--- src/common/icache_cfg_pkg.sv ---
// Geometry of the two-bank instruction cache and the address, tag and line
// types built on it. Every RTL file and the testbench refer to these through
// scoped names.

package icache_cfg_pkg;

	// =========================================================================
	// Geometry
	// =========================================================================

	// Byte address width of the fetch path
	localparam int ADR_W = 32;
	// Byte offset bits inside one 16-byte line
	localparam int OFS_W = 4;
	// Set index bits per bank, taken from address bits 7:5
	localparam int SET_W = 3;
	// Number of sets in one bank
	localparam int SETS = 1 << SET_W;
	// Ways per bank
	localparam int WAYS = 2;
	// Line width in bits, four 32-bit words
	localparam int LINE_W = 128;
	// Tag width, taken from address bits 31:8
	localparam int TAG_W = ADR_W - OFS_W - SET_W - 1;

	// =========================================================================
	// Types
	// =========================================================================

	typedef logic [ADR_W-1:0] adr_t;
	// A line address drops the byte offset, bit 0 of it is the bank parity
	typedef logic [ADR_W-OFS_W-1:0] line_adr_t;
	typedef logic [TAG_W-1:0] tag_t;
	typedef logic [SET_W-1:0] set_t;
	typedef logic [$clog2(WAYS)-1:0] way_t;
	// Word k of a line sits in element k
	typedef logic [LINE_W/32-1:0][31:0] line_t;

endpackage

--- src/common/icache_ctl_pkg.sv ---
// Control encodings for the instruction cache. Invalidation requests come
// in from the top level, refill sequencing lives in the refill controller.

package icache_ctl_pkg;

	// Invalidation request seen by both banks at the same edge
	typedef enum logic [1:0] {
		INV_NONE = 2'd0,
		INV_LINE = 2'd1,
		INV_ALL  = 2'd2
	} inv_op_e;

	// Refill controller states, one per phase pair of the req/ack exchange
	typedef enum logic [1:0] {
		RF_IDLE     = 2'd0,
		RF_REQ      = 2'd1,
		RF_WAIT_LOW = 2'd2
	} refill_state_e;

endpackage

--- src/common/line_wr_if.sv ---
// Line write path from the refill controller into one cache bank.
// The bank stores tag and data and sets the valid bit on the edge where wr
// is high. One instance is used per bank.

`timescale 1ns/100ps

interface line_wr_if;

	// Write strobe, high for exactly one cycle per refilled line
	logic wr;
	// Line address, supplies both the set index and the tag
	icache_cfg_pkg::line_adr_t adr;
	// Way chosen by the round-robin pointer of this bank
	icache_cfg_pkg::way_t way;
	icache_cfg_pkg::line_t data;

	// Refill controller side
	modport src (output wr, adr, way, data);
	// Bank side
	modport dst (input wr, adr, way, data);

endinterface

--- src/icache/icache_refill.sv ---
// Refill controller of the instruction cache. It takes one miss at a time,
// runs the four-phase req/ack exchange with the memory side and writes the
// returned line into the bank of matching parity.

`timescale 1ns/100ps

module icache_refill (
	input  logic                      clk,
	input  logic                      rst,
	input  logic                      miss_v_i,
	input  icache_cfg_pkg::line_adr_t miss_adr_i,
	line_wr_if.src                    even_wr,
	line_wr_if.src                    odd_wr,
	output logic                      refill_req_o,
	output icache_cfg_pkg::line_adr_t refill_adr_o,
	input  logic                      refill_ack_i,
	input  icache_cfg_pkg::line_t     refill_data_i
);

	icache_ctl_pkg::refill_state_e state_q;
	icache_ctl_pkg::refill_state_e state_d;

	// Line being fetched, held stable while req is up
	icache_cfg_pkg::line_adr_t adr_q;
	// Round-robin way pointers, element 0 for the even bank and 1 for the odd
	icache_cfg_pkg::way_t [1:0] way_ptr_q;
	// High on the cycle whose closing edge samples ack high
	logic fill;

	// =========================================================================
	// Handshake FSM
	// =========================================================================

	always_comb begin
		state_d = state_q;
		case (state_q)
			// Misses are only taken here, anything arriving later is dropped
			icache_ctl_pkg::RF_IDLE:
				if (miss_v_i)
					state_d = icache_ctl_pkg::RF_REQ;
			icache_ctl_pkg::RF_REQ:
				if (refill_ack_i)
					state_d = icache_ctl_pkg::RF_WAIT_LOW;
			// req may only come back after ack has been seen low
			icache_ctl_pkg::RF_WAIT_LOW:
				if (!refill_ack_i)
					state_d = icache_ctl_pkg::RF_IDLE;
			default:
				state_d = icache_ctl_pkg::RF_IDLE;
		endcase
	end

	always_ff @(posedge clk) begin
		if (rst)
			state_q <= icache_ctl_pkg::RF_IDLE;
		else
			state_q <= state_d;
	end

	always_ff @(posedge clk) begin
		if (state_q == icache_ctl_pkg::RF_IDLE && miss_v_i)
			adr_q <= miss_adr_i;
	end

	assign fill         = (state_q == icache_ctl_pkg::RF_REQ) && refill_ack_i;
	assign refill_req_o = (state_q == icache_ctl_pkg::RF_REQ);
	assign refill_adr_o = adr_q;

	// =========================================================================
	// Bank writes
	// =========================================================================

	// Parity bit of the line address picks the bank
	assign even_wr.wr   = fill && !adr_q[0];
	assign even_wr.adr  = adr_q;
	assign even_wr.way  = way_ptr_q[0];
	assign even_wr.data = refill_data_i;

	assign odd_wr.wr    = fill && adr_q[0];
	assign odd_wr.adr   = adr_q;
	assign odd_wr.way   = way_ptr_q[1];
	assign odd_wr.data  = refill_data_i;

	// Only the pointer of the bank just written moves on
	always_ff @(posedge clk) begin
		if (rst)
			way_ptr_q <= '0;
		else if (fill)
			way_ptr_q[adr_q[0]] <= ~way_ptr_q[adr_q[0]];
	end

endmodule

--- src/flat_wrapper.sv ---
// flat-port wrapper written by rule: the top's interface ports become plain ports
module icache_refill_flat 
  (clk, rst, miss_v_i, miss_adr_i, refill_req_o, refill_adr_o, refill_ack_i, refill_data_i, even_wr_wr, even_wr_adr, even_wr_way, even_wr_data, odd_wr_wr, odd_wr_adr, odd_wr_way, odd_wr_data);
  line_wr_if even_wr_i ();
  line_wr_if odd_wr_i ();
  input  logic clk;
  input  logic rst;
  input  logic miss_v_i;
  input  icache_cfg_pkg::line_adr_t miss_adr_i;
  output logic refill_req_o;
  output icache_cfg_pkg::line_adr_t refill_adr_o;
  input  logic refill_ack_i;
  input  icache_cfg_pkg::line_t refill_data_i;
  output wire logic [$bits(even_wr_i.wr)-1:0] even_wr_wr;
  output wire logic [$bits(even_wr_i.adr)-1:0] even_wr_adr;
  output wire logic [$bits(even_wr_i.way)-1:0] even_wr_way;
  output wire logic [$bits(even_wr_i.data)-1:0] even_wr_data;
  output wire logic [$bits(odd_wr_i.wr)-1:0] odd_wr_wr;
  output wire logic [$bits(odd_wr_i.adr)-1:0] odd_wr_adr;
  output wire logic [$bits(odd_wr_i.way)-1:0] odd_wr_way;
  output wire logic [$bits(odd_wr_i.data)-1:0] odd_wr_data;
  assign even_wr_wr = even_wr_i.wr;
  assign even_wr_adr = even_wr_i.adr;
  assign even_wr_way = even_wr_i.way;
  assign even_wr_data = even_wr_i.data;
  assign odd_wr_wr = odd_wr_i.wr;
  assign odd_wr_adr = odd_wr_i.adr;
  assign odd_wr_way = odd_wr_i.way;
  assign odd_wr_data = odd_wr_i.data;
  icache_refill u_core (.clk(clk), .rst(rst), .miss_v_i(miss_v_i), .miss_adr_i(miss_adr_i), .even_wr(even_wr_i), .odd_wr(odd_wr_i), .refill_req_o(refill_req_o), .refill_adr_o(refill_adr_o), .refill_ack_i(refill_ack_i), .refill_data_i(refill_data_i));
endmodule
--- config.mk ---
export PLATFORM = sky130hd
export DESIGN_NAME = icache_refill_flat
export DESIGN_NICKNAME = d
export VERILOG_FILES = /design/src/common/icache_cfg_pkg.sv /design/src/common/icache_ctl_pkg.sv /design/src/common/line_wr_if.sv /design/src/icache/icache_refill.sv /design/src/flat_wrapper.sv
export SDC_FILE = /design/constraint.sdc
export NUM_CORES = 1
export LEC_CHECK = 0
export BUFFER_PORTS_ARGS = -buffer_cell sky130_fd_sc_hd__buf_2
export CAP_MARGIN = 20
export CORE_AREA = 2 2 198 200
export CTS_BUF_LIST = sky130_fd_sc_hd__clkbuf_2 sky130_fd_sc_hd__clkbuf_4 sky130_fd_sc_hd__clkbuf_8
export CTS_CLUSTER_DIAMETER = 150
export DETAILED_ROUTE_END_ITERATION = 6
export DIE_AREA = 0 0 200 202
export PLACE_DENSITY_LB_ADDON = 0.2
export SYNTH_ARGS = -nofsm -noshare
export SYNTH_HDL_FRONTEND = slang
export SYNTH_SLANG_ARGS = --single-unit
--- constraint.sdc ---
create_clock -name clk -period 3.3 [get_ports clk]
set_input_delay 0.33 -clock clk [delete_from_list [all_inputs] [get_ports clk]]
set_output_delay 0.33 -clock clk [all_outputs]
set_load 0.02 [all_outputs]
==> impl_metrics.tcl <==
set metrics [dict create \
    setup_ws_ns 1.708 \
    io_buffers 120 \
    cpPeakStageDelay_ns 0.44 \
    path_cells "and4bb_4 -> buf_2" \
    grt_first_pass_wirelength_um 12300 \
    synthTopCellsByArea "buf_4, edfxtp_1, dfxtp_1" \
    antenna_found_initial 0 \
    start_kind "flip-flop" \
    synthesis.nets 519 \
    wl_met1_um 1744 \
    max-cap-violations 0 \
    cp_max_fo 5 \
    grt_overflow 0 \
    cts.sinks 32 \
    cts_buffers 5 \
    wire_per_inst_um 14.66 \
    maxUsedRoutingLayer "met5" \
    endpoint_kind "output pin" \
    synthCells 359 \
    nFillCells 4487 \
    clock.fmax_mhz 628.3 \
    period_needed_ns 1.592 \
    finalNetCount 336 \
    wl_met3_um 3159 \
    ys_ff_latch 32 \
    tns_ns 0 \
    ys_seq_area_share_pct 27.12 \
    final_cell_area_mm2 0.002420 \
    grt.total_usage_pct 4.645 \
    wl_met2_um 4015 \
    place_area_mm2 0.002322 \
    ys_warn_count 0 \
    place_congestion 0.7152 \
    cts_buffer_depth 2 \
    crit_buf_inv 1 \
    die_area_mm2 0.04040 \
    yosysTopAreaCell "buf_4" \
    first_global_vias 1425 \
    core_area_mm2 0.03829 \
    start_util_pct 8.869 \
    slew_headroom_pct 83.45 \
    die_h_um 202 \
    period_share_pct 48.23 \
    drv_slew 0 \
    hold_viol 0 \
    synth_top_area_share_pct 68.98 \
    crit_type "flip-flop to output pin" \
    die_w_um 200 \
    cpLargestDelayFamily "flip-flops" \
    clk_pin_slew_ns 0.07 \
    cts_tree "yes" \
    synth.distinct_cells 13 \
    cts_setup_buffers 0 \
    finClkSkew_ns 0.004626 \
    cp_data_arrival_time_ns 1.26 \
    cts_root_buf "clkbuf_8" \
    dp_slack_ns 2.011 \
    fin_total_pwr_mw 1.045 \
    required_ns 2.97 \
    hold_buffers 0 \
    cts.repair.resized 0 \
    finish.utilization_pct 6.320 \
    grt_max_degree 17 \
    ir_drop_mv 0.2827 \
    insertion_delay_ns 0.29 \
    powerDensity_mw_per_mm2 431.9 \
    drc 0 \
    p_leak_nw 0.8903 \
    cp_slowest_cell "edfxtp_1" \
    setup_viol 0 \
    diodes 0 \
    row_count 72 \
    vias 1331 \
    drive_gt1_share_pct 76.84 \
    worstMarginPinSlew_ns 0.2479 \
    dr.pass1.iters 4 \
    vias_per_cell 1.915 \
    dr.first_iter.drc_count 33 \
    dpl.hpwl_um 8701 \
    htree_levels 2 \
    rsz0062_at_grt "false" \
    netlist_area_mm2 0.003396 \
    status "completed" \
    hp-class "input pin to flip-flop" \
    area_growth_pct -28.74 \
    wl_um 10190 \
    io_pins 505 \
    syn_area_per_cell_um2 9.459 \
    antenna_left 0 \
]
==> layer usage <==
layer  up-vias  track usage (%)
met5         -            1.481
met4         4            5.899
met3        96            6.007
met2       328            6.200
met1       466            2.313
li1        437                -
==> state kept, by name, summed over array words and instances, names as in the netlist <==
signal              count
u_core.odd_wr.way       1
u_core.even_wr.adr     28
u_core.even_wr.way      1
u_core.state_q          2
==> worst paths after layout <==
check / startpoint / end / slack, ns / depth (start not counted)
worst max-delay path: u_core.even_wr.adr[0] / even_wr_wr / 1.71 / 2
worst min register to register: u_core.state_q[1] / u_core.state_q[0] / 0.56 / 1
worst min-delay path: miss_adr_i[14] / u_core.even_wr.adr[14] / 0.21 / 1
worst max register to register: u_core.even_wr.adr[0] / u_core.even_wr.way / 2.09 / 2
==> where the power goes <==
group / leakage (nW) / total [mW] / internal, mW / switching [mW]
Sequential: 0.301 / 0.499 / 0.474 / 0.0248
Combinational: 0.537 / 0.205 / 0.0689 / 0.136
Clock: 0.0523 / 0.341 / 0.187 / 0.155
Total: 0.890 / 1.05 / 0.730 / 0.316
==> kinds of logic after synthesis <==
kind of cell | share of synthesized area (%)
XOR/XNOR | 0.2580
multiplexers | 0.8843
buffers and inverters | 68.98
flip-flops | 27.12
AND/OR/NAND/NOR | 2.542
AO/OA/AOI/OAI | 0.2212
==> metrics by stage <==
step | cells | hold WS (ns)
final | 695 | 0.2142
after global routing | 695 | 0.1884
after CTS | 695 | 0.1877
after detailed placement | 687 | 0.5118
after global placement | 687 | 0.5081
after floorplan | 359 | 0.4028
==> cells in the final DEF (no fill, tap or decap), drive strengths merged <==
cell type and count:
clkbuf 8, nor3b 2, and2b 1, buf 122
nor2b 2, xnor2 1, mux2 2, edfxtp 28
nor2 2, nand2b 2, a211oi 1, and4b 1
and4bb 1, dfxtp 4
==> final cells by class <==
class	count	area [um2]	share of cell area, %
Clock buffer	8	97.59	4.033
Multi-Input combinational cell	15	137.6	5.688
Tap cell	518	648.1	26.78
Timing Repair Buffer	122	615.6	25.44
Sequential cell	32	920.9	38.06
==> cells in the mapped netlist, drive strengths merged <==
library cell and count:
mux2 2, nand2b 2, a211oi 1, and2b 1, and4b 1, buf 312
xnor2 1, and4bb 1, dfxtp 4, nor2 2, nor3b 2, edfxtp 28
nor2b 2
(Power assumes the default switching activity.)
