[config.mk]
export PLATFORM = sky130hd
export DESIGN_NAME = icache_bank_flat
export DESIGN_NICKNAME = d
export VERILOG_FILES = /design/src/common/icache_cfg_pkg.sv /design/src/common/icache_ctl_pkg.sv /design/src/common/line_wr_if.sv /design/src/icache/icache_bank.sv /design/src/flat_wrapper.sv
export SDC_FILE = /design/constraint.sdc
export NUM_CORES = 2
export LEC_CHECK = 0
export ABC_AREA = 1
export BUFFER_PORTS_ARGS = -buffer_cell sky130_fd_sc_hd__buf_2
export CORE_ASPECT_RATIO = 0.9
export CORE_MARGIN = 3
export CORE_UTILIZATION = 50
export CTS_CLUSTER_DIAMETER = 80
export DETAILED_ROUTE_END_ITERATION = 7
export MAX_ROUTING_LAYER = met4
export PLACE_DENSITY = 0.7
export SLEW_MARGIN = 25
export SYNTH_ARGS = -nofsm -noshare
export SYNTH_HDL_FRONTEND = slang
export SYNTH_SLANG_ARGS = --single-unit
[constraint.sdc]
create_clock -name clk -period 16 [get_ports clk]
set_clock_uncertainty 0.1 [all_clocks]
set_input_delay 0.8 -clock clk [delete_from_list [all_inputs] [get_ports clk]]
set_output_delay 0.8 -clock clk [all_outputs]
set_load 0.01 [all_outputs]
[src/common/icache_cfg_pkg.sv]
// Geometry of the two-bank instruction cache and the address, tag and line
// types built on it. Every RTL file and the testbench refer to these through
// scoped names.

package icache_cfg_pkg;

	// =========================================================================
	// Geometry
	// =========================================================================

	// Byte address width of the fetch path
	localparam int ADR_W = 32;
	// Byte offset bits inside one 16-byte line
	localparam int OFS_W = 4;
	// Set index bits per bank, taken from address bits 7:5
	localparam int SET_W = 3;
	// Number of sets in one bank
	localparam int SETS = 1 << SET_W;
	// Ways per bank
	localparam int WAYS = 2;
	// Line width in bits, four 32-bit words
	localparam int LINE_W = 128;
	// Tag width, taken from address bits 31:8
	localparam int TAG_W = ADR_W - OFS_W - SET_W - 1;

	// =========================================================================
	// Types
	// =========================================================================

	typedef logic [ADR_W-1:0] adr_t;
	// A line address drops the byte offset, bit 0 of it is the bank parity
	typedef logic [ADR_W-OFS_W-1:0] line_adr_t;
	typedef logic [TAG_W-1:0] tag_t;
	typedef logic [SET_W-1:0] set_t;
	typedef logic [$clog2(WAYS)-1:0] way_t;
	// Word k of a line sits in element k
	typedef logic [LINE_W/32-1:0][31:0] line_t;

endpackage

[src/common/icache_ctl_pkg.sv]
// Control encodings for the instruction cache. Invalidation requests come
// in from the top level, refill sequencing lives in the refill controller.

package icache_ctl_pkg;

	// Invalidation request seen by both banks at the same edge
	typedef enum logic [1:0] {
		INV_NONE = 2'd0,
		INV_LINE = 2'd1,
		INV_ALL  = 2'd2
	} inv_op_e;

	// Refill controller states, one per phase pair of the req/ack exchange
	typedef enum logic [1:0] {
		RF_IDLE     = 2'd0,
		RF_REQ      = 2'd1,
		RF_WAIT_LOW = 2'd2
	} refill_state_e;

endpackage

[src/common/line_wr_if.sv]
// Line write path from the refill controller into one cache bank.
// The bank stores tag and data and sets the valid bit on the edge where wr
// is high. One instance is used per bank.

`timescale 1ns/100ps

interface line_wr_if;

	// Write strobe, high for exactly one cycle per refilled line
	logic wr;
	// Line address, supplies both the set index and the tag
	icache_cfg_pkg::line_adr_t adr;
	// Way chosen by the round-robin pointer of this bank
	icache_cfg_pkg::way_t way;
	icache_cfg_pkg::line_t data;

	// Refill controller side
	modport src (output wr, adr, way, data);
	// Bank side
	modport dst (input wr, adr, way, data);

endinterface

[src/icache/icache_bank.sv]
// One parity bank of the instruction cache, two-way set-associative.
// ODD selects whether the bank holds even or odd line addresses. Lookup
// results appear one cycle after the fetch address is sampled.

`timescale 1ns/100ps

module icache_bank #(
	parameter bit ODD = 1'b0
) (
	input  logic                    clk,
	input  logic                    rst,
	input  icache_cfg_pkg::adr_t    fetch_adr_i,
	input  icache_ctl_pkg::inv_op_e inv_op_i,
	input  icache_cfg_pkg::adr_t    inv_adr_i,
	line_wr_if.dst                  wr,
	output logic                    hit_o,
	output icache_cfg_pkg::line_t   data_o
);

	// Tag, data and valid bit of every way at every set
	icache_cfg_pkg::tag_t  tag_mem  [icache_cfg_pkg::WAYS][icache_cfg_pkg::SETS];
	icache_cfg_pkg::line_t data_mem [icache_cfg_pkg::WAYS][icache_cfg_pkg::SETS];
	logic [icache_cfg_pkg::WAYS-1:0][icache_cfg_pkg::SETS-1:0] valid_q;

	// Lookup side
	icache_cfg_pkg::line_adr_t fetch_line;
	icache_cfg_pkg::line_adr_t bank_line;
	icache_cfg_pkg::set_t      rd_set;
	icache_cfg_pkg::tag_t      lk_tag_q;
	icache_cfg_pkg::tag_t      rd_tag_q   [icache_cfg_pkg::WAYS];
	icache_cfg_pkg::line_t     rd_data_q  [icache_cfg_pkg::WAYS];
	logic [icache_cfg_pkg::WAYS-1:0] rd_valid_q;

	// Write side
	icache_cfg_pkg::set_t wr_set;
	icache_cfg_pkg::set_t inv_set;

	// The lo line is the one holding the fetch address. When its parity is
	// not ours, this bank serves the hi line, which is the next line up
	assign fetch_line = fetch_adr_i[icache_cfg_pkg::ADR_W-1:icache_cfg_pkg::OFS_W];
	assign bank_line  = fetch_line + icache_cfg_pkg::line_adr_t'(fetch_line[0] ^ ODD);
	// Bit 0 of a line address is the parity, the set index sits just above
	assign rd_set  = bank_line[icache_cfg_pkg::SET_W:1];
	assign wr_set  = wr.adr[icache_cfg_pkg::SET_W:1];
	assign inv_set = inv_adr_i[icache_cfg_pkg::OFS_W+icache_cfg_pkg::SET_W:
		icache_cfg_pkg::OFS_W+1];

	// =========================================================================
	// Storage
	// =========================================================================

	// Refill writes the tag and the line into the chosen way
	always_ff @(posedge clk) begin
		if (wr.wr) begin
			tag_mem[wr.way][wr_set]  <= wr.adr[icache_cfg_pkg::ADR_W-icache_cfg_pkg::OFS_W-1:
				icache_cfg_pkg::SET_W+1];
			data_mem[wr.way][wr_set] <= wr.data;
		end
	end

	// The write is placed last so that it wins over an invalidation at the same edge
	always_ff @(posedge clk) begin
		if (rst) begin
			valid_q <= '0;
		end else begin
			if (inv_op_i == icache_ctl_pkg::INV_ALL) begin
				valid_q <= '0;
			end else if (inv_op_i == icache_ctl_pkg::INV_LINE &&
				inv_adr_i[icache_cfg_pkg::OFS_W] == ODD) begin
				for (int w = 0; w < icache_cfg_pkg::WAYS; w++)
					valid_q[w][inv_set] <= 1'b0;
			end
			if (wr.wr)
				valid_q[wr.way][wr_set] <= 1'b1;
		end
	end

	// =========================================================================
	// Lookup
	// =========================================================================

	// Every way at the set is read, and a same-edge write is not yet seen
	always_ff @(posedge clk) begin
		lk_tag_q <= bank_line[icache_cfg_pkg::ADR_W-icache_cfg_pkg::OFS_W-1:
			icache_cfg_pkg::SET_W+1];
		for (int w = 0; w < icache_cfg_pkg::WAYS; w++) begin
			rd_tag_q[w]  <= tag_mem[w][rd_set];
			rd_data_q[w] <= data_mem[w][rd_set];
		end
	end

	always_ff @(posedge clk) begin
		if (rst) begin
			rd_valid_q <= '0;
		end else begin
			for (int w = 0; w < icache_cfg_pkg::WAYS; w++)
				rd_valid_q[w] <= valid_q[w][rd_set];
		end
	end

	// At most one way matches, since refill only writes a line that missed
	always_comb begin
		hit_o  = 1'b0;
		data_o = rd_data_q[0];
		for (int w = 0; w < icache_cfg_pkg::WAYS; w++) begin
			if (rd_valid_q[w] && rd_tag_q[w] == lk_tag_q) begin
				hit_o  = 1'b1;
				data_o = rd_data_q[w];
			end
		end
	end

endmodule

[src/flat_wrapper.sv]
// flat-port wrapper written by rule: the top's interface ports become plain ports
module icache_bank_flat 
#(
	parameter bit ODD = 1'b0
)
  (clk, rst, fetch_adr_i, inv_op_i, inv_adr_i, hit_o, data_o, wr_wr, wr_adr, wr_way, wr_data);
  line_wr_if wr_i ();
  input  logic clk;
  input  logic rst;
  input  icache_cfg_pkg::adr_t fetch_adr_i;
  input  icache_ctl_pkg::inv_op_e inv_op_i;
  input  icache_cfg_pkg::adr_t inv_adr_i;
  output logic hit_o;
  output icache_cfg_pkg::line_t data_o;
  input wire logic [$bits(wr_i.wr)-1:0] wr_wr;
  input wire logic [$bits(wr_i.adr)-1:0] wr_adr;
  input wire logic [$bits(wr_i.way)-1:0] wr_way;
  input wire logic [$bits(wr_i.data)-1:0] wr_data;
  assign wr_i.wr = wr_wr;
  assign wr_i.adr = wr_adr;
  assign wr_i.way = wr_way;
  assign wr_i.data = wr_data;
  icache_bank #(.ODD(ODD)) u_core (.clk(clk), .rst(rst), .fetch_adr_i(fetch_adr_i), .inv_op_i(inv_op_i), .inv_adr_i(inv_adr_i), .wr(wr_i), .hit_o(hit_o), .data_o(data_o));
endmodule
==> results.yml <==
outcome:
  status: "completed"
clocking:
  clock_latency_ns: 0.94
  clk_pin_slew_ns: 0.06
  cts_sinks: 2778
  numCtsBuffers: 291
  clock_path_buffers: 4
  cts-root-buf: "clkbuf_16"
  cts_htree_levels: 5
  ctsResizeCount: 0
  cts_tree: "built"
synth:
  yosysTopAreaCellShare: 0.688
  synthCells: 8849
  yosys.area_share.simple: 0.148
  synth.area.top_cells: "edfxtp_1, nor2_1, dfxtp_1"
  syn-cell-area_mm2: 0.106
  synth_compound_area_frac: 0.0682
  muxShareOfSynthArea: 0
  synth_nets: 9076
  synth_adder_area_share: 0.000118
  ys_seq_area_frac: 0.753
  synth_top_family_by_area: "simple AND/OR/NAND/NOR gates"
  synth_xor_area_frac: 0.00222
  ys_ff_latch: 2778
  synth_area_leader_cell: "edfxtp_1"
  synth.avg_cell_area_um2: 12.0
  synth_cell_types: 29
  ys_warn_count: 0
hold_path:
  holdPathStages: 3
  worstHoldPathType: "primary input to flip-flop"
  min_to: "u_core.lk_tag_q[21]"
  min_from: "fetch_adr_i[29]"
sta:
  finalHoldViolCount: 0
  worst_slew_pin_slew_ns: 1.13
  maxSlewViolCount: 0
  hold_ws_ns: 0.0684
  max_clock_freq_mhz: 170
  finalSetupTns_ns: 0
  maxSlewHeadroom: 0.245
  min_period_ns: 5.87
  fin_crit_sh: 0.367
  rsz0062_at_grt: "false"
  setup_viol: 0
worst_setup_path:
  path_cells: "inv_1 > or2_2 > nand3b_1 > nor2_1 > nand2_4 > buf_4 > buf_4 > o21bai_1 > nand2_1 > buf_2"
  crit_required_ns: 15.10
  r2r.worst_path.cells: 4
  r2r-start: "u_core.valid_q[13]"
  cp-end-kind: "output pin"
  cp_common_cell: "buf_4"
  crit_type: "flip-flop to output pin"
  slowest_stage: "buf_4"
  cp_data_arrival_time_ns: 4.97
  r2r_slack_ns: 14.87
  cp-start-kind: "flip-flop"
  max_stage_delay_ns: 0.82
  cp_max_fo: 47
  r2r-end: "u_core.rd_valid_q[1]"
drt:
  wl_per_cell_um: 22.9
  drtPass1Iterations: 6
  dr.first_iter.drc_count: 7438
  routed_wl_um: 279000
  drcViolationCount: 0
  ant_nets: 0
  via_per_inst: 5.64
  via_count: 68500
cells_and_area:
  syn_to_final_growth_pct: 12.7
  n_fill_cell: 16442
  layout.nets: 9280
  multi_input_area_mm2: 0.0234
  layout-drive-gt1-share: 0.0916
  seq_area_mm2: 0.0800
die:
  initial_utilization: 0.506
  dieHeight_um: 443
  dieArea_mm2: 0.218
  fp.coreArea_mm2: 0.210
  die_x_um: 492
  io_pins: 355
  rows: 159
power:
  power.leakage_nw: 42.3
  peakVddDrop_mv: 0.0995
  powerDensity_mw_per_mm2: 133
  total_power_mw: 16.0
global_route:
  antenna_found_initial: 75
  grt_first_pass_wirelength_um: 413000
  gr-total-overflow: 0
  grt_max_degree: 235
  grt_pass1_vias: 65975
  grtUsageTotal: 0.258
place:
  dp_hpwl_um: 131000
  portBuffers: 321
  gp_congestion: 0.862
flow_run:
  drv_cap: 0
## power by group
group	leakage [nW]	internal (mW)	switching, mW
logic	13.0	0.369	0.931
registers	24.9	8.14	0.0824
clock network	4.42	3.79	2.67
## layout by cell type (no fill, tap or decap), types with 8 or more instances in the layout
master         count
a31oi_1           14
buf_12            12
buf_2            321
buf_4             83
buf_6              8
bufinv_16         17
clkbuf_1          79
clkbuf_16        299
clkbuf_8          19
clkinv_1          35
clkinv_2          40
dfxtp_1          346
diode_2           65
dlygate4sd3_1     14
edfxtp_1        2432
inv_1            207
nand2_1          611
nand3_1          754
nand4_1           11
nor2_1          2510
nor2_4             9
o21ai_0         1083
o21ai_1          146
o21bai_1         128
xnor2_1           11
xor2_1            14
## metrics by stage
stage | worst slack [ns] | utilization | cells | instance area [µm²]
finish | 10.13 | 0.570 | 12147 | 120000
global route | 9.98 | 0.570 | 12137 | 120000
CTS | 10.04 | 0.569 | 12080 | 119000
detailed placement | 10.04 | 0.526 | 11561 | 110000
global placement | 10.08 | 0.525 | 11558 | 110000
floorplan | 3.48 | - | 8849 | 106000
## cells in the mapped netlist (all sizes together)
library cell and number:
nand4 11, o22ai 3, xor2 15, ha 1, nor4b 1, edfxtp 2432, clkbuf 331, dfxtp 346
a31oi 14, buf 200, nor2 2519, inv 213, o21ai 1229, nor4 1, nand3b 4, and2 1
a21oi 4, xnor2 11, nand2 613, nor3 13, o21bai 128, nand3 755, or2 4
## flip-flops by register name, summed over array words and instances, names as in the netlist
register           cells
u_core.tag_mem       384
u_core.rd_tag_q       48
u_core.rd_data_q     256
u_core.rd_valid_q      2
u_core.valid_q        16
u_core.lk_tag_q       24
u_core.data_mem     2048
## per-layer routing
| metal | vias to the layer above | track usage | share of wire |
|---|---|---|---|
| met2 | 3046 | 0.418 | 0.49 |
| met1 | 33608 | 0.327 | 0.39 |
| met3 | 552 | 0.0395 | 0.083 |
| li1 | 31294 | - | - |
| met4 | 0 | 0.104 | 0.036 |
| met5 | - | - | 0 |
## how the worst max path moves through the flow
stage,from,to,slack (ns),depth (start not counted)
5_1_grt,u_core.lk_tag_q[10],data_o[104],9.98,10
2_1_floorplan,wr_way,u_core.data_mem[1][128],3.48,3
3_5_place_dp,fetch_adr_i[4],u_core.rd_tag_q[0][26],10.04,10
3_3_place_gp,fetch_adr_i[4],u_core.rd_tag_q[0][26],10.08,10
4_1_cts,u_core.lk_tag_q[10],data_o[104],10.04,10
6_report,u_core.lk_tag_q[10],data_o[104],10.13,10
## cell type report
class,count,share of cell area
clock buffers,397,0.0672
inverters,213,0.00710
well taps,2817,0.0294
multi-input cells,5327,0.195
flip-flops and latches,2778,0.668
clock inverters,108,0.00836
repair buffers,442,0.0235
diodes,65,0.00136
## critical path, delay by kind of cell, from the launching register on
family / cells / cell delay (ns)
buffers and inverters: 4 / 1.88
and+or+nand+nor: 5 / 1.53
DFF: 1 / 0.37
AOI/OAI and AO/OA: 1 / 0.14
## cells by family (layout without fill, tap and decap cells)
family,Yosys count,after routing
simple gates,3922,3922
flops,2778,2778
compound gates,1378,1378
buf+inv,744,1160
xor+xnor,26,26
fa+ha+maj,1,1
other cells,0,65
## what timing repair did
item | CTS | global route
hold endpoints to repair | 14 | 0
setup buffers | 0 | 0
hold buffers | 14 | 0
No activity file was read; power rests on OpenSTA's default activity.
