`src/common/icache_cfg_pkg.sv`:
```
// Geometry of the two-bank instruction cache and the address, tag and line
// types built on it. Every RTL file and the testbench refer to these through
// scoped names.

package icache_cfg_pkg;

	// =========================================================================
	// Geometry
	// =========================================================================

	// Byte address width of the fetch path
	localparam int ADR_W = 32;
	// Byte offset bits inside one 16-byte line
	localparam int OFS_W = 4;
	// Set index bits per bank, taken from address bits 7:5
	localparam int SET_W = 3;
	// Number of sets in one bank
	localparam int SETS = 1 << SET_W;
	// Ways per bank
	localparam int WAYS = 2;
	// Line width in bits, four 32-bit words
	localparam int LINE_W = 128;
	// Tag width, taken from address bits 31:8
	localparam int TAG_W = ADR_W - OFS_W - SET_W - 1;

	// =========================================================================
	// Types
	// =========================================================================

	typedef logic [ADR_W-1:0] adr_t;
	// A line address drops the byte offset, bit 0 of it is the bank parity
	typedef logic [ADR_W-OFS_W-1:0] line_adr_t;
	typedef logic [TAG_W-1:0] tag_t;
	typedef logic [SET_W-1:0] set_t;
	typedef logic [$clog2(WAYS)-1:0] way_t;
	// Word k of a line sits in element k
	typedef logic [LINE_W/32-1:0][31:0] line_t;

endpackage

```
`src/icache/icache_align.sv`:
```
// Output stage of the instruction cache. It orders the even and odd bank
// results into the lo and hi lines of the registered fetch address, combines
// the hits and names the first missing line for refill.

`timescale 1ns/100ps

module icache_align (
	input  logic                      clk,
	input  logic                      rst,
	input  logic                      fetch_v_i,
	input  icache_cfg_pkg::adr_t      fetch_adr_i,
	input  logic                      even_hit_i,
	input  logic                      odd_hit_i,
	input  icache_cfg_pkg::line_t     even_data_i,
	input  icache_cfg_pkg::line_t     odd_data_i,
	output logic                      valid_o,
	output logic                      hit_o,
	output icache_cfg_pkg::adr_t      adr_o,
	output icache_cfg_pkg::line_t     line_lo_o,
	output icache_cfg_pkg::line_t     line_hi_o,
	output logic                      miss_v_o,
	output icache_cfg_pkg::line_adr_t miss_adr_o
);

	logic                      v_q;
	icache_cfg_pkg::adr_t      adr_q;
	icache_cfg_pkg::line_adr_t lo_line;
	// Parity of the lo line, when set the odd bank holds lo
	logic                      lo_odd;
	logic                      lo_hit;
	logic                      hi_hit;

	// Fetch request lines up with the one-cycle bank read
	always_ff @(posedge clk) begin
		if (rst)
			v_q <= 1'b0;
		else
			v_q <= fetch_v_i;
	end

	always_ff @(posedge clk)
		adr_q <= fetch_adr_i;

	assign lo_line = adr_q[icache_cfg_pkg::ADR_W-1:icache_cfg_pkg::OFS_W];
	assign lo_odd  = lo_line[0];
	assign lo_hit  = lo_odd ? odd_hit_i : even_hit_i;
	assign hi_hit  = lo_odd ? even_hit_i : odd_hit_i;

	assign valid_o   = v_q;
	assign adr_o     = adr_q;
	assign line_lo_o = lo_odd ? odd_data_i : even_data_i;
	assign line_hi_o = lo_odd ? even_data_i : odd_data_i;
	// A fetch may cross into the hi line, so both lines have to be present
	assign hit_o     = v_q && lo_hit && hi_hit;

	// Lo line is refilled first, the hi line is asked for once lo hits
	assign miss_v_o   = v_q && !(lo_hit && hi_hit);
	assign miss_adr_o = lo_hit ? lo_line + 1'b1 : lo_line;

endmodule

```
`config.mk`:
```
export PLATFORM = sky130hd
export DESIGN_NAME = icache_align
export DESIGN_NICKNAME = d
export VERILOG_FILES = /design/src/common/icache_cfg_pkg.sv /design/src/icache/icache_align.sv
export SDC_FILE = /design/constraint.sdc
export NUM_CORES = 1
export LEC_CHECK = 0
export ABC_AREA = 1
export CORE_AREA = 2 2 240 242
export CTS_BUF_LIST = sky130_fd_sc_hd__clkbuf_8
export CTS_CLUSTER_DIAMETER = 100
export DETAILED_ROUTE_END_ITERATION = 12
export DIE_AREA = 0 0 242 244
export DONT_BUFFER_PORTS = 1
export GPL_ROUTABILITY_DRIVEN = 1
export RECOVER_POWER = 100
export SKIP_CTS_REPAIR_TIMING = 1
export SLEW_MARGIN = 15
export SYNTH_ARGS = -nofsm -noshare
export SYNTH_HDL_FRONTEND = slang
export SYNTH_SLANG_ARGS = --single-unit
```
`constraint.sdc`:
```
create_clock -name clk -period 3.98 [get_ports clk]
set_input_delay 0.995 -clock clk [delete_from_list [all_inputs] [get_ports clk]]
set_output_delay 0.995 -clock clk [all_outputs]
set_load 0.01 [all_outputs]
```
==> results.sh, run 1 <==
export IMPL_post_route_drc_count=0
export IMPL_area_delta_synth_final_pct=18.2
export IMPL_timing_critical_path_fanout_max=7
export IMPL_worstPathCellList="nand2_1 -> nor2_1 -> nand3b_1 -> nor2_1 -> xor2_1"
export IMPL_post_synth_instance_area_um2=4460
export IMPL_average_vias_per_placed_instance=3.48
export IMPL_number_of_slew_limit_violations_in_the_final_report=1
export IMPL_die_height_um=244
export IMPL_yosys_register_bits=33
export IMPL_cp_slowest_stage_delay_ps=610
export IMPL_drt_pre_antenna_iters=5
export IMPL_p_sw_share_pct=48.6
export IMPL_sum_of_overflow_across_all_layers_after_global_routing=0
export IMPL_wl_per_cell_um=15.6
export IMPL_seq_power_share_pct=34.0
export IMPL_failed_checks="capacitance limit, slew limit"
export IMPL_final_setup_violation_count=0
export IMPL_post_route_setup_slack_ps=442
export IMPL_switchingPower_mw=0.556
export IMPL_worst_path_max_delay_cell="sky130_fd_sc_hd__nor2_1"
export IMPL_nFillCells=6628
export IMPL_layout_area_seq_um2=664
export IMPL_clockBufferDepth=2
export IMPL_path_clk_slew_ps=80
export IMPL_cts_tree="done"
export IMPL_layout_cells_most_common="sky130_fd_sc_hd__nand2_1"
export IMPL_combinationalPowerShare_pct=41.4
export IMPL_placement_io_buffers=0
export IMPL_fin_crit_ps=3540
export IMPL_dp_slack_ps=883
export IMPL_die_x_um=242
export IMPL_gate_count_of_the_mapped_netlist=891
export IMPL_power_share_clock_pct=24.6
export IMPL_hpwlAfterDp_um=21700
export IMPL_core_um2=56200
export IMPL_timing_setup_tns_ps=0
export IMPL_clock_fmax_mhz=283
export IMPL_critPathLaunchType="input port"
export IMPL_placedInstanceArea_um2=5240
export IMPL_cp_data_required_time_ps=2980
export IMPL_timing_critical_path_mode_cell="sky130_fd_sc_hd__nor2_1"
export IMPL_gpl_final_weighted_congestion=0.955
export IMPL_cts_htree_levels=2
export IMPL_start_util_pct=7.95
export IMPL_ant_nets=0
export IMPL_initial_antenna_violation_count=4
export IMPL_syn_nets=1185
export IMPL_wl_um=25100
export IMPL_post_route_clock_period_utilization_pct=88.9
export IMPL_post_route_cell_area_um2=5270
export IMPL_cap_viol_max_count=1
export IMPL_core_rowCount=87
export IMPL_cts_sink_count=33
export IMPL_clock_buffer_count_from_cts=5
export IMPL_critPathLaunch="odd_hit_i"
export IMPL_global_route_usage_total_pct=7.56
export IMPL_worstHoldPathType="input port to flop"
export IMPL_peakVddDrop_uv=236
export IMPL_setup_worst_path_end="miss_adr_o[17]"
export IMPL_yosysSeqAreaShare_pct=14.8
export IMPL_i_o_pin_total=612
export IMPL_via_count=5601
export IMPL_grt_setup_unrepaired="no"
export IMPL_synth_warnings=0
export IMPL_number_of_global_route_vias_before_repair=4765
export IMPL_violation_count_after_the_first_detailed_route_iteration=327
export IMPL_max_slew_margin_vs_limit_pct=-4.20
export IMPL_total_leakage_power_nw=2.38
export IMPL_p_per_area_nw_per_um2=217
export IMPL_drive_above_1_share_pct=1.76
export IMPL_area_of_the_multi_input_gates_um2=2900
export IMPL_kind_of_end_point_of_the_critical_path="output pin"
export IMPL_highest_count_cells_in_the_layout_ignoring_fill_and_taps="sky130_fd_sc_hd__nand2_1, sky130_fd_sc_hd__o21ai_0, sky130_fd_sc_hd__inv_1, sky130_fd_sc_hd__dfxtp_1, sky130_fd_sc_hd__nor2_1"
export IMPL_root_buffer_master="sky130_fd_sc_hd__clkbuf_8"
export IMPL_hold_violations=0
export IMPL_nNetsFinal=1143
export IMPL_pin_count_of_the_biggest_net_entering_global_routing=149
export IMPL_critPathKind="input port to output pin"
export IMPL_timing_critical_path_arrival_ps=2540
export IMPL_design_die_area_um2=59000
export IMPL_cell_count_of_the_worst_hold_path=0
export IMPL_internal_power_mw=0.588
export IMPL_post_synth_cell_area_avg_um2=5.01
export IMPL_post_route_util_pct=9.39
export IMPL_distinct_cell_type_count_of_the_synthesized_netlist=24
export IMPL_run_status="finished, violations left"
export IMPL_wire_length_of_the_first_global_routing_pass_um=32900
export IMPL_tightest_slew_ps=1550
-- worst min-delay path by stage --
stage / from / slack [ps] / endpoint
global route: fetch_adr_i[21] / 680 / adr_o[21]
finish: fetch_adr_i[2] / 700 / adr_o[2]
detailed placement: fetch_adr_i[11] / 1020 / adr_o[11]
CTS: fetch_adr_i[21] / 680 / adr_o[21]
global placement: fetch_adr_i[11] / 1020 / adr_o[11]
floorplan: fetch_adr_i[0] / 1020 / adr_o[0]
-- worst max-delay path: cells and delay by family --
family | cells | cell delay [ps]
XOR/XNOR | 1 | 350
AND/OR/NAND/NOR | 4 | 1200
-- final cells by class --
type                    count  area share [%]
inverters                 155            11.1
repair buffers              8            1.57
multi-input cells         646            55.0
clock inverters             2           0.142
clock buffers               6            1.57
diodes                      2          0.0949
flip-flops and latches     33            12.6
well taps                 756            17.9
-- sequential cells by signal, indices dropped and copies added (netlist names) --
signal   flops
adr_o       32
valid_o      1
-- Yosys cell counts --
library cell / number / area share [%]
sky130_fd_sc_hd__a21oi_1: 1 / 0.11
sky130_fd_sc_hd__buf_2: 26 / 2.9
sky130_fd_sc_hd__buf_4: 6 / 1.0
sky130_fd_sc_hd__buf_6: 1 / 0.25
sky130_fd_sc_hd__clkbuf_1: 24 / 2.0
sky130_fd_sc_hd__dfxtp_1: 33 / 15
sky130_fd_sc_hd__ha_1: 1 / 0.28
sky130_fd_sc_hd__inv_1: 153 / 13
sky130_fd_sc_hd__inv_2: 2 / 0.17
sky130_fd_sc_hd__mux2_2: 1 / 0.25
sky130_fd_sc_hd__nand2_1: 321 / 27
sky130_fd_sc_hd__nand2_2: 3 / 0.42
sky130_fd_sc_hd__nand3_1: 10 / 1.1
sky130_fd_sc_hd__nand3b_1: 5 / 0.84
sky130_fd_sc_hd__nand3b_4: 1 / 0.45
sky130_fd_sc_hd__nand4_1: 6 / 0.84
sky130_fd_sc_hd__nor2_1: 18 / 1.5
sky130_fd_sc_hd__nor2_2: 1 / 0.14
sky130_fd_sc_hd__nor2_4: 4 / 1.0
sky130_fd_sc_hd__nor3_1: 2 / 0.22
sky130_fd_sc_hd__o21ai_0: 200 / 22
sky130_fd_sc_hd__o21ai_1: 57 / 6.4
sky130_fd_sc_hd__xnor2_1: 8 / 1.6
sky130_fd_sc_hd__xor2_1: 7 / 1.4
-- per-stage QoR --
step	power, mW	hold WS [ps]	instances
floorplan	0.770	1020	891
global placement	0.879	1020	1598
detailed placement	0.880	1020	1598
CTS	1.17	683	1606
global route	1.21	684	1607
finish	1.14	702	1608
-- metal layers --
layer  routed length (um)  global-route usage, %
met5                   29                      0
met4                 1170                   3.89
met3                 2520                   2.39
met2                12200                   13.6
met1                 9220                   7.91
-- cell families (layout without fill, tap and decap cells) --
group / count (synthesis) / after routing / share of synthesized area, %
simple gates: 371 / 371 / 33.6
compound gates: 258 / 258 / 28.9
buf+inv: 212 / 171 / 19.2
flops: 33 / 33 / 14.8
xor+xnor: 15 / 15 / 2.94
fa+ha+maj: 1 / 1 / 0.280
mux: 1 / 1 / 0.252
other cells: 0 / 2 / 0
-- power groups by stage --
stage / Clock, mW / Combinational (mW) / Sequential [mW]
2_1_floorplan: 0 / 0.390 / 0.380
3_3_place_gp: 0 / 0.481 / 0.398
3_5_place_dp: 0 / 0.483 / 0.398
4_1_cts: 0.293 / 0.483 / 0.390
5_1_grt: 0.300 / 0.516 / 0.392
6_report: 0.281 / 0.473 / 0.389
(Power assumes the default switching activity.)
==> run 2, diff against run 1 <==
- CTS_BUF_LIST: sky130_fd_sc_hd__clkbuf_8 -> sky130_fd_sc_hd__clkbuf_4 sky130_fd_sc_hd__clkbuf_8
==> results.sh, run 2 (synthesis gave the netlist of run 1 again) <==
export IMPL_area_delta_synth_final_pct=18.3
export IMPL_wl_per_cell_um=15.6
export IMPL_ant_nets=0
export IMPL_path_clk_slew_ps=80
export IMPL_critPathKind="input port to output pin"
export IMPL_design_die_area_um2=59000
export IMPL_total_leakage_power_nw=2.38
export IMPL_grt_setup_unrepaired="no"
export IMPL_p_per_area_nw_per_um2=220
export IMPL_wl_um=25100
export IMPL_post_route_util_pct=9.40
export IMPL_worstHoldPathType="input port to flop"
export IMPL_timing_setup_tns_ps=0
export IMPL_post_route_clock_period_utilization_pct=88.9
export IMPL_sum_of_overflow_across_all_layers_after_global_routing=0
export IMPL_drive_above_1_share_pct=2.00
export IMPL_worstPathCellList="nand2_1 -> nor2_1 -> nand3b_1 -> nor2_1 -> xor2_1"
export IMPL_nNetsFinal=1143
export IMPL_fin_crit_ps=3540
export IMPL_root_buffer_master="sky130_fd_sc_hd__clkbuf_8"
export IMPL_start_util_pct=7.95
export IMPL_gpl_final_weighted_congestion=0.955
export IMPL_cap_viol_max_count=1
export IMPL_timing_critical_path_arrival_ps=2540
export IMPL_highest_count_cells_in_the_layout_ignoring_fill_and_taps="sky130_fd_sc_hd__nand2_1, sky130_fd_sc_hd__o21ai_0, sky130_fd_sc_hd__inv_1, sky130_fd_sc_hd__dfxtp_1, sky130_fd_sc_hd__nor2_1"
export IMPL_kind_of_end_point_of_the_critical_path="output pin"
export IMPL_final_setup_violation_count=0
export IMPL_timing_critical_path_mode_cell="sky130_fd_sc_hd__nor2_1"
export IMPL_clockBufferDepth=2
export IMPL_tightest_slew_ps=1550
export IMPL_critPathLaunchType="input port"
export IMPL_place_detailed_instances=1598
export IMPL_die_x_um=242
export IMPL_initial_antenna_violation_count=4
export IMPL_violation_count_after_the_first_detailed_route_iteration=343
export IMPL_post_route_drc_count=0
export IMPL_cts_htree_levels=2
export IMPL_stdcell_count=1608
export IMPL_clock_buffer_count_from_cts=5
export IMPL_clock_fmax_mhz=283
export IMPL_cp_data_required_time_ps=2980
export IMPL_failed_checks="capacitance limit, slew limit"
export IMPL_global_route_usage_total_pct=7.54
export IMPL_cp_slowest_stage_delay_ps=610
export IMPL_layout_cells_most_common="sky130_fd_sc_hd__nand2_1"
export IMPL_timing_critical_path_fanout_max=7
export IMPL_placement_io_buffers=0
export IMPL_wire_length_of_the_first_global_routing_pass_um=32700
export IMPL_number_of_global_route_vias_before_repair=4774
export IMPL_number_of_slew_limit_violations_in_the_final_report=1
export IMPL_core_um2=56200
export IMPL_hpwlAfterDp_um=21700
export IMPL_peakVddDrop_uv=235
export IMPL_worst_path_max_delay_cell="sky130_fd_sc_hd__nor2_1"
export IMPL_pin_count_of_the_biggest_net_entering_global_routing=149
export IMPL_cts_tree="done"
export IMPL_max_slew_margin_vs_limit_pct=-4.36
export IMPL_i_o_pin_total=612
export IMPL_drt_pre_antenna_iters=6
export IMPL_average_vias_per_placed_instance=3.50
export IMPL_die_height_um=244
export IMPL_run_status="finished, violations left"
export IMPL_largest_register_ff_count=32
export IMPL_cts_sink_count=33
export IMPL_core_rowCount=87
export IMPL_hold_violations=0
export IMPL_via_count=5621
export IMPL_holdWs_ps=701
run 2: cell count changes in the layout (fill, tap and decap cells not counted), sizes merged:
cell / before / now
clkbuf: 10 / 12
inv: 157 / 155
run 2: layer usage:
| metal | part of all wire (%) | track usage, % |
|---|---|---|
| met1 | 36 | 7.84 |
| met5 | 0.12 | 0 |
| met2 | 48 | 13.5 |
| met3 | 10 | 2.39 |
| met4 | 4.9 | 4.10 |
run 2: path summary, 6_finish.rpt:
check | startpoint | to | slack, ps | depth (start not counted)
max | odd_hit_i | miss_adr_o[17] | 440 | 5
min | fetch_adr_i[2] | adr_o[2] | 700 | 0
run 2: report_power, final:
group | switching [mW] | internal [mW]
logic | 0.369 | 0.104
registers | 0.0414 | 0.348
clock network | 0.145 | 0.155
run 2: final cells by class:
class                   instances  area [um^2]
well taps                     756          946
fillers                      6628        50900
repair buffers                  8         82.6
diodes                          2         5.00
multi-input cells             646         2900
inverters                     155          587
flip-flops and latches         33          664
clock buffers                   8         97.6
run 2: per-stage QoR:
| stage | cell area, um^2 | power, mW | setup slack (ps) |
|---|---|---|---|
| 2_1_floorplan | 4460 | 0.770 | 1170 |
| 3_3_place_gp | 5240 | 0.879 | 893 |
| 3_5_place_dp | 5240 | 0.880 | 883 |
| 4_1_cts | 5340 | 1.18 | 706 |
| 5_1_grt | 5280 | 1.23 | 349 |
| 6_report | 5280 | 1.16 | 442 |
run 2: critical path, delay by kind of cell:
kind	cells	cell delay [ps]
xor gates and xnor gates	1	350
and+or+nand+nor	4	1200
==> run 3, diff against run 2 <==
- CORE_AREA: 2 2 240 242 -> 2 2 239 241
- DIE_AREA: 0 0 242 244 -> 0 0 241 243
==> results.sh, run 3 (synthesis gave the netlist of run 1 again) <==
export IMPL_kind_of_end_point_of_the_critical_path="output pin"
export IMPL_critPathLaunchType="flop"
export IMPL_start_util_pct=7.98
export IMPL_core_um2=56000
export IMPL_hold_violations=0
export IMPL_clock_buffer_count_from_cts=5
export IMPL_wl_um=23900
export IMPL_timing_critical_path_fanout_max=122
export IMPL_max_slew_margin_vs_limit_pct=38.0
export IMPL_number_of_global_route_vias_before_repair=4384
export IMPL_timing_setup_tns_ps=0
export IMPL_post_route_clock_period_utilization_pct=84.6
export IMPL_initial_antenna_violation_count=4
export IMPL_worstHoldPathType="input port to flop"
export IMPL_die_x_um=241
export IMPL_area_delta_synth_final_pct=18.0
export IMPL_violation_count_after_the_first_detailed_route_iteration=254
export IMPL_hold_end="adr_o[29]"
export IMPL_power_mw=1.13
export IMPL_worstHoldStart="fetch_adr_i[29]"
export IMPL_placement_io_buffers=0
export IMPL_grt_busiest_layer="met2"
export IMPL_root_buffer_master="sky130_fd_sc_hd__clkbuf_8"
export IMPL_drt_pre_antenna_iters=6
export IMPL_cts_htree_levels=2
export IMPL_cp_slowest_stage_delay_ps=590
export IMPL_clock_fmax_mhz=297
export IMPL_highest_count_cells_in_the_layout_ignoring_fill_and_taps="sky130_fd_sc_hd__nand2_1, sky130_fd_sc_hd__o21ai_0, sky130_fd_sc_hd__inv_1, sky130_fd_sc_hd__dfxtp_1, sky130_fd_sc_hd__nor2_1"
export IMPL_i_o_pin_total=612
export IMPL_post_route_setup_slack_ps=613
export IMPL_grt_met2_usage_pct=13.5
export IMPL_total_leakage_power_nw=2.37
export IMPL_tightest_slew_ps=929
export IMPL_area_of_the_multi_input_gates_um2=2910
export IMPL_grt_setup_unrepaired="no"
export IMPL_worstPathCellList="inv_6 -> buf_12 -> clkbuf_1 -> o21ai_0"
export IMPL_groute_layer_met1_usage_pct=7.01
export IMPL_design_die_area_um2=58600
export IMPL_ant_nets=0
export IMPL_hpwlAfterDp_um=20400
export IMPL_sum_of_overflow_across_all_layers_after_global_routing=0
export IMPL_via_count=5519
export IMPL_largest_register_ff_count=32
export IMPL_nNetsFinal=1143
export IMPL_number_of_slew_limit_violations_in_the_final_report=0
export IMPL_layout_cells_most_common="sky130_fd_sc_hd__nand2_1"
export IMPL_average_vias_per_placed_instance=3.43
export IMPL_run_status="complete, no violations"
export IMPL_pin_count_of_the_biggest_net_entering_global_routing=156
export IMPL_p_per_area_nw_per_um2=215
export IMPL_peakVddDrop_uv=208
export IMPL_wire_length_of_the_first_global_routing_pass_um=29400
export IMPL_worst_path_max_delay_cell="sky130_fd_sc_hd__clkbuf_1"
export IMPL_post_route_util_pct=9.41
export IMPL_met3_usage_pct=1.98
export IMPL_gpl_final_weighted_congestion=0.941
export IMPL_global_route_usage_total_pct=7.01
export IMPL_die_height_um=243
export IMPL_fin_crit_ps=3370
export IMPL_drive_above_1_share_pct=2.00
export IMPL_dp_slack_ps=927
export IMPL_cts_tree="done"
export IMPL_cts_sink_count=33
export IMPL_cap_viol_max_count=0
export IMPL_clockBufferDepth=2
export IMPL_nFillCells=6605
export IMPL_cp_data_required_time_ps=2980
export IMPL_layout_area_seq_um2=661
export IMPL_timing_critical_path_arrival_ps=2370
export IMPL_critPathKind="flop to output pin"
export IMPL_final_setup_violation_count=0
export IMPL_path_clk_slew_ps=80
export IMPL_wl_per_cell_um=14.8
export IMPL_core_rowCount=87
export IMPL_post_route_drc_count=0
export IMPL_cell_count_of_the_worst_hold_path=0
run 3: changes by cell type in the layout (fill, tap and decap cells not counted):
cell	previous run	this run
sky130_fd_sc_hd__inv_4	0	1
sky130_fd_sc_hd__o21ai_0	253	254
sky130_fd_sc_hd__dfxtp_1	32	33
sky130_fd_sc_hd__nor2_4	1	2
sky130_fd_sc_hd__buf_12	3	2
sky130_fd_sc_hd__clkbuf_4	2	0
sky130_fd_sc_hd__o21ai_1	4	3
sky130_fd_sc_hd__nor2_1	22	21
sky130_fd_sc_hd__clkbuf_8	6	5
sky130_fd_sc_hd__buf_4	1	2
sky130_fd_sc_hd__clkinvlp_4	0	2
sky130_fd_sc_hd__dfxtp_4	1	0
run 3: critical path: cells and delay by family (launching register included):
kind            cells  cell delay, ps
compound gates      1             330
buf+inv             3            1210
flops               1             410
run 3: worst max path at each step:
stage	start	endpoint	cells after the start
3_5_place_dp	even_hit_i	miss_adr_o[18]	7
5_1_grt	adr_o[4]	line_hi_o[28]	4
3_3_place_gp	even_hit_i	miss_adr_o[18]	7
4_1_cts	adr_o[4]	miss_adr_o[12]	7
6_report	adr_o[4]	line_hi_o[28]	4
2_1_floorplan	odd_hit_i	miss_adr_o[18]	7
run 3: layer usage:
metal,vias to the layer above,wire (um)
li1,2678,-
met1,2356,8710
met2,455,11900
met3,28,2570
met4,2,694
met5,-,7
run 3: metrics by stage:
step | hold slack [ps] | area [um^2] | cells
after detailed placement | 1020 | 5230 | 1598
after floorplan | 1020 | 4460 | 891
after global placement | 1020 | 5230 | 1598
after global routing | 673 | 5260 | 1607
final | 704 | 5270 | 1608
after CTS | 676 | 5320 | 1606
run 3: layout make-up:
cell class	count	share of cell area, %
inverter	155	11.1
multi-input combinational	646	55.2
tap	756	18.0
antenna	2	0.0951
clock buffer	5	1.31
sequential	33	12.5
clock inverter	3	0.404
timing repair buffer	8	1.33
run 3: power breakdown:
part           total (mW)  leakage [nW]  internal [mW]  switching [mW]
sequential          0.386         0.278          0.348          0.0382
combinational       0.467          2.05          0.103           0.364
clock               0.279        0.0407          0.123           0.155
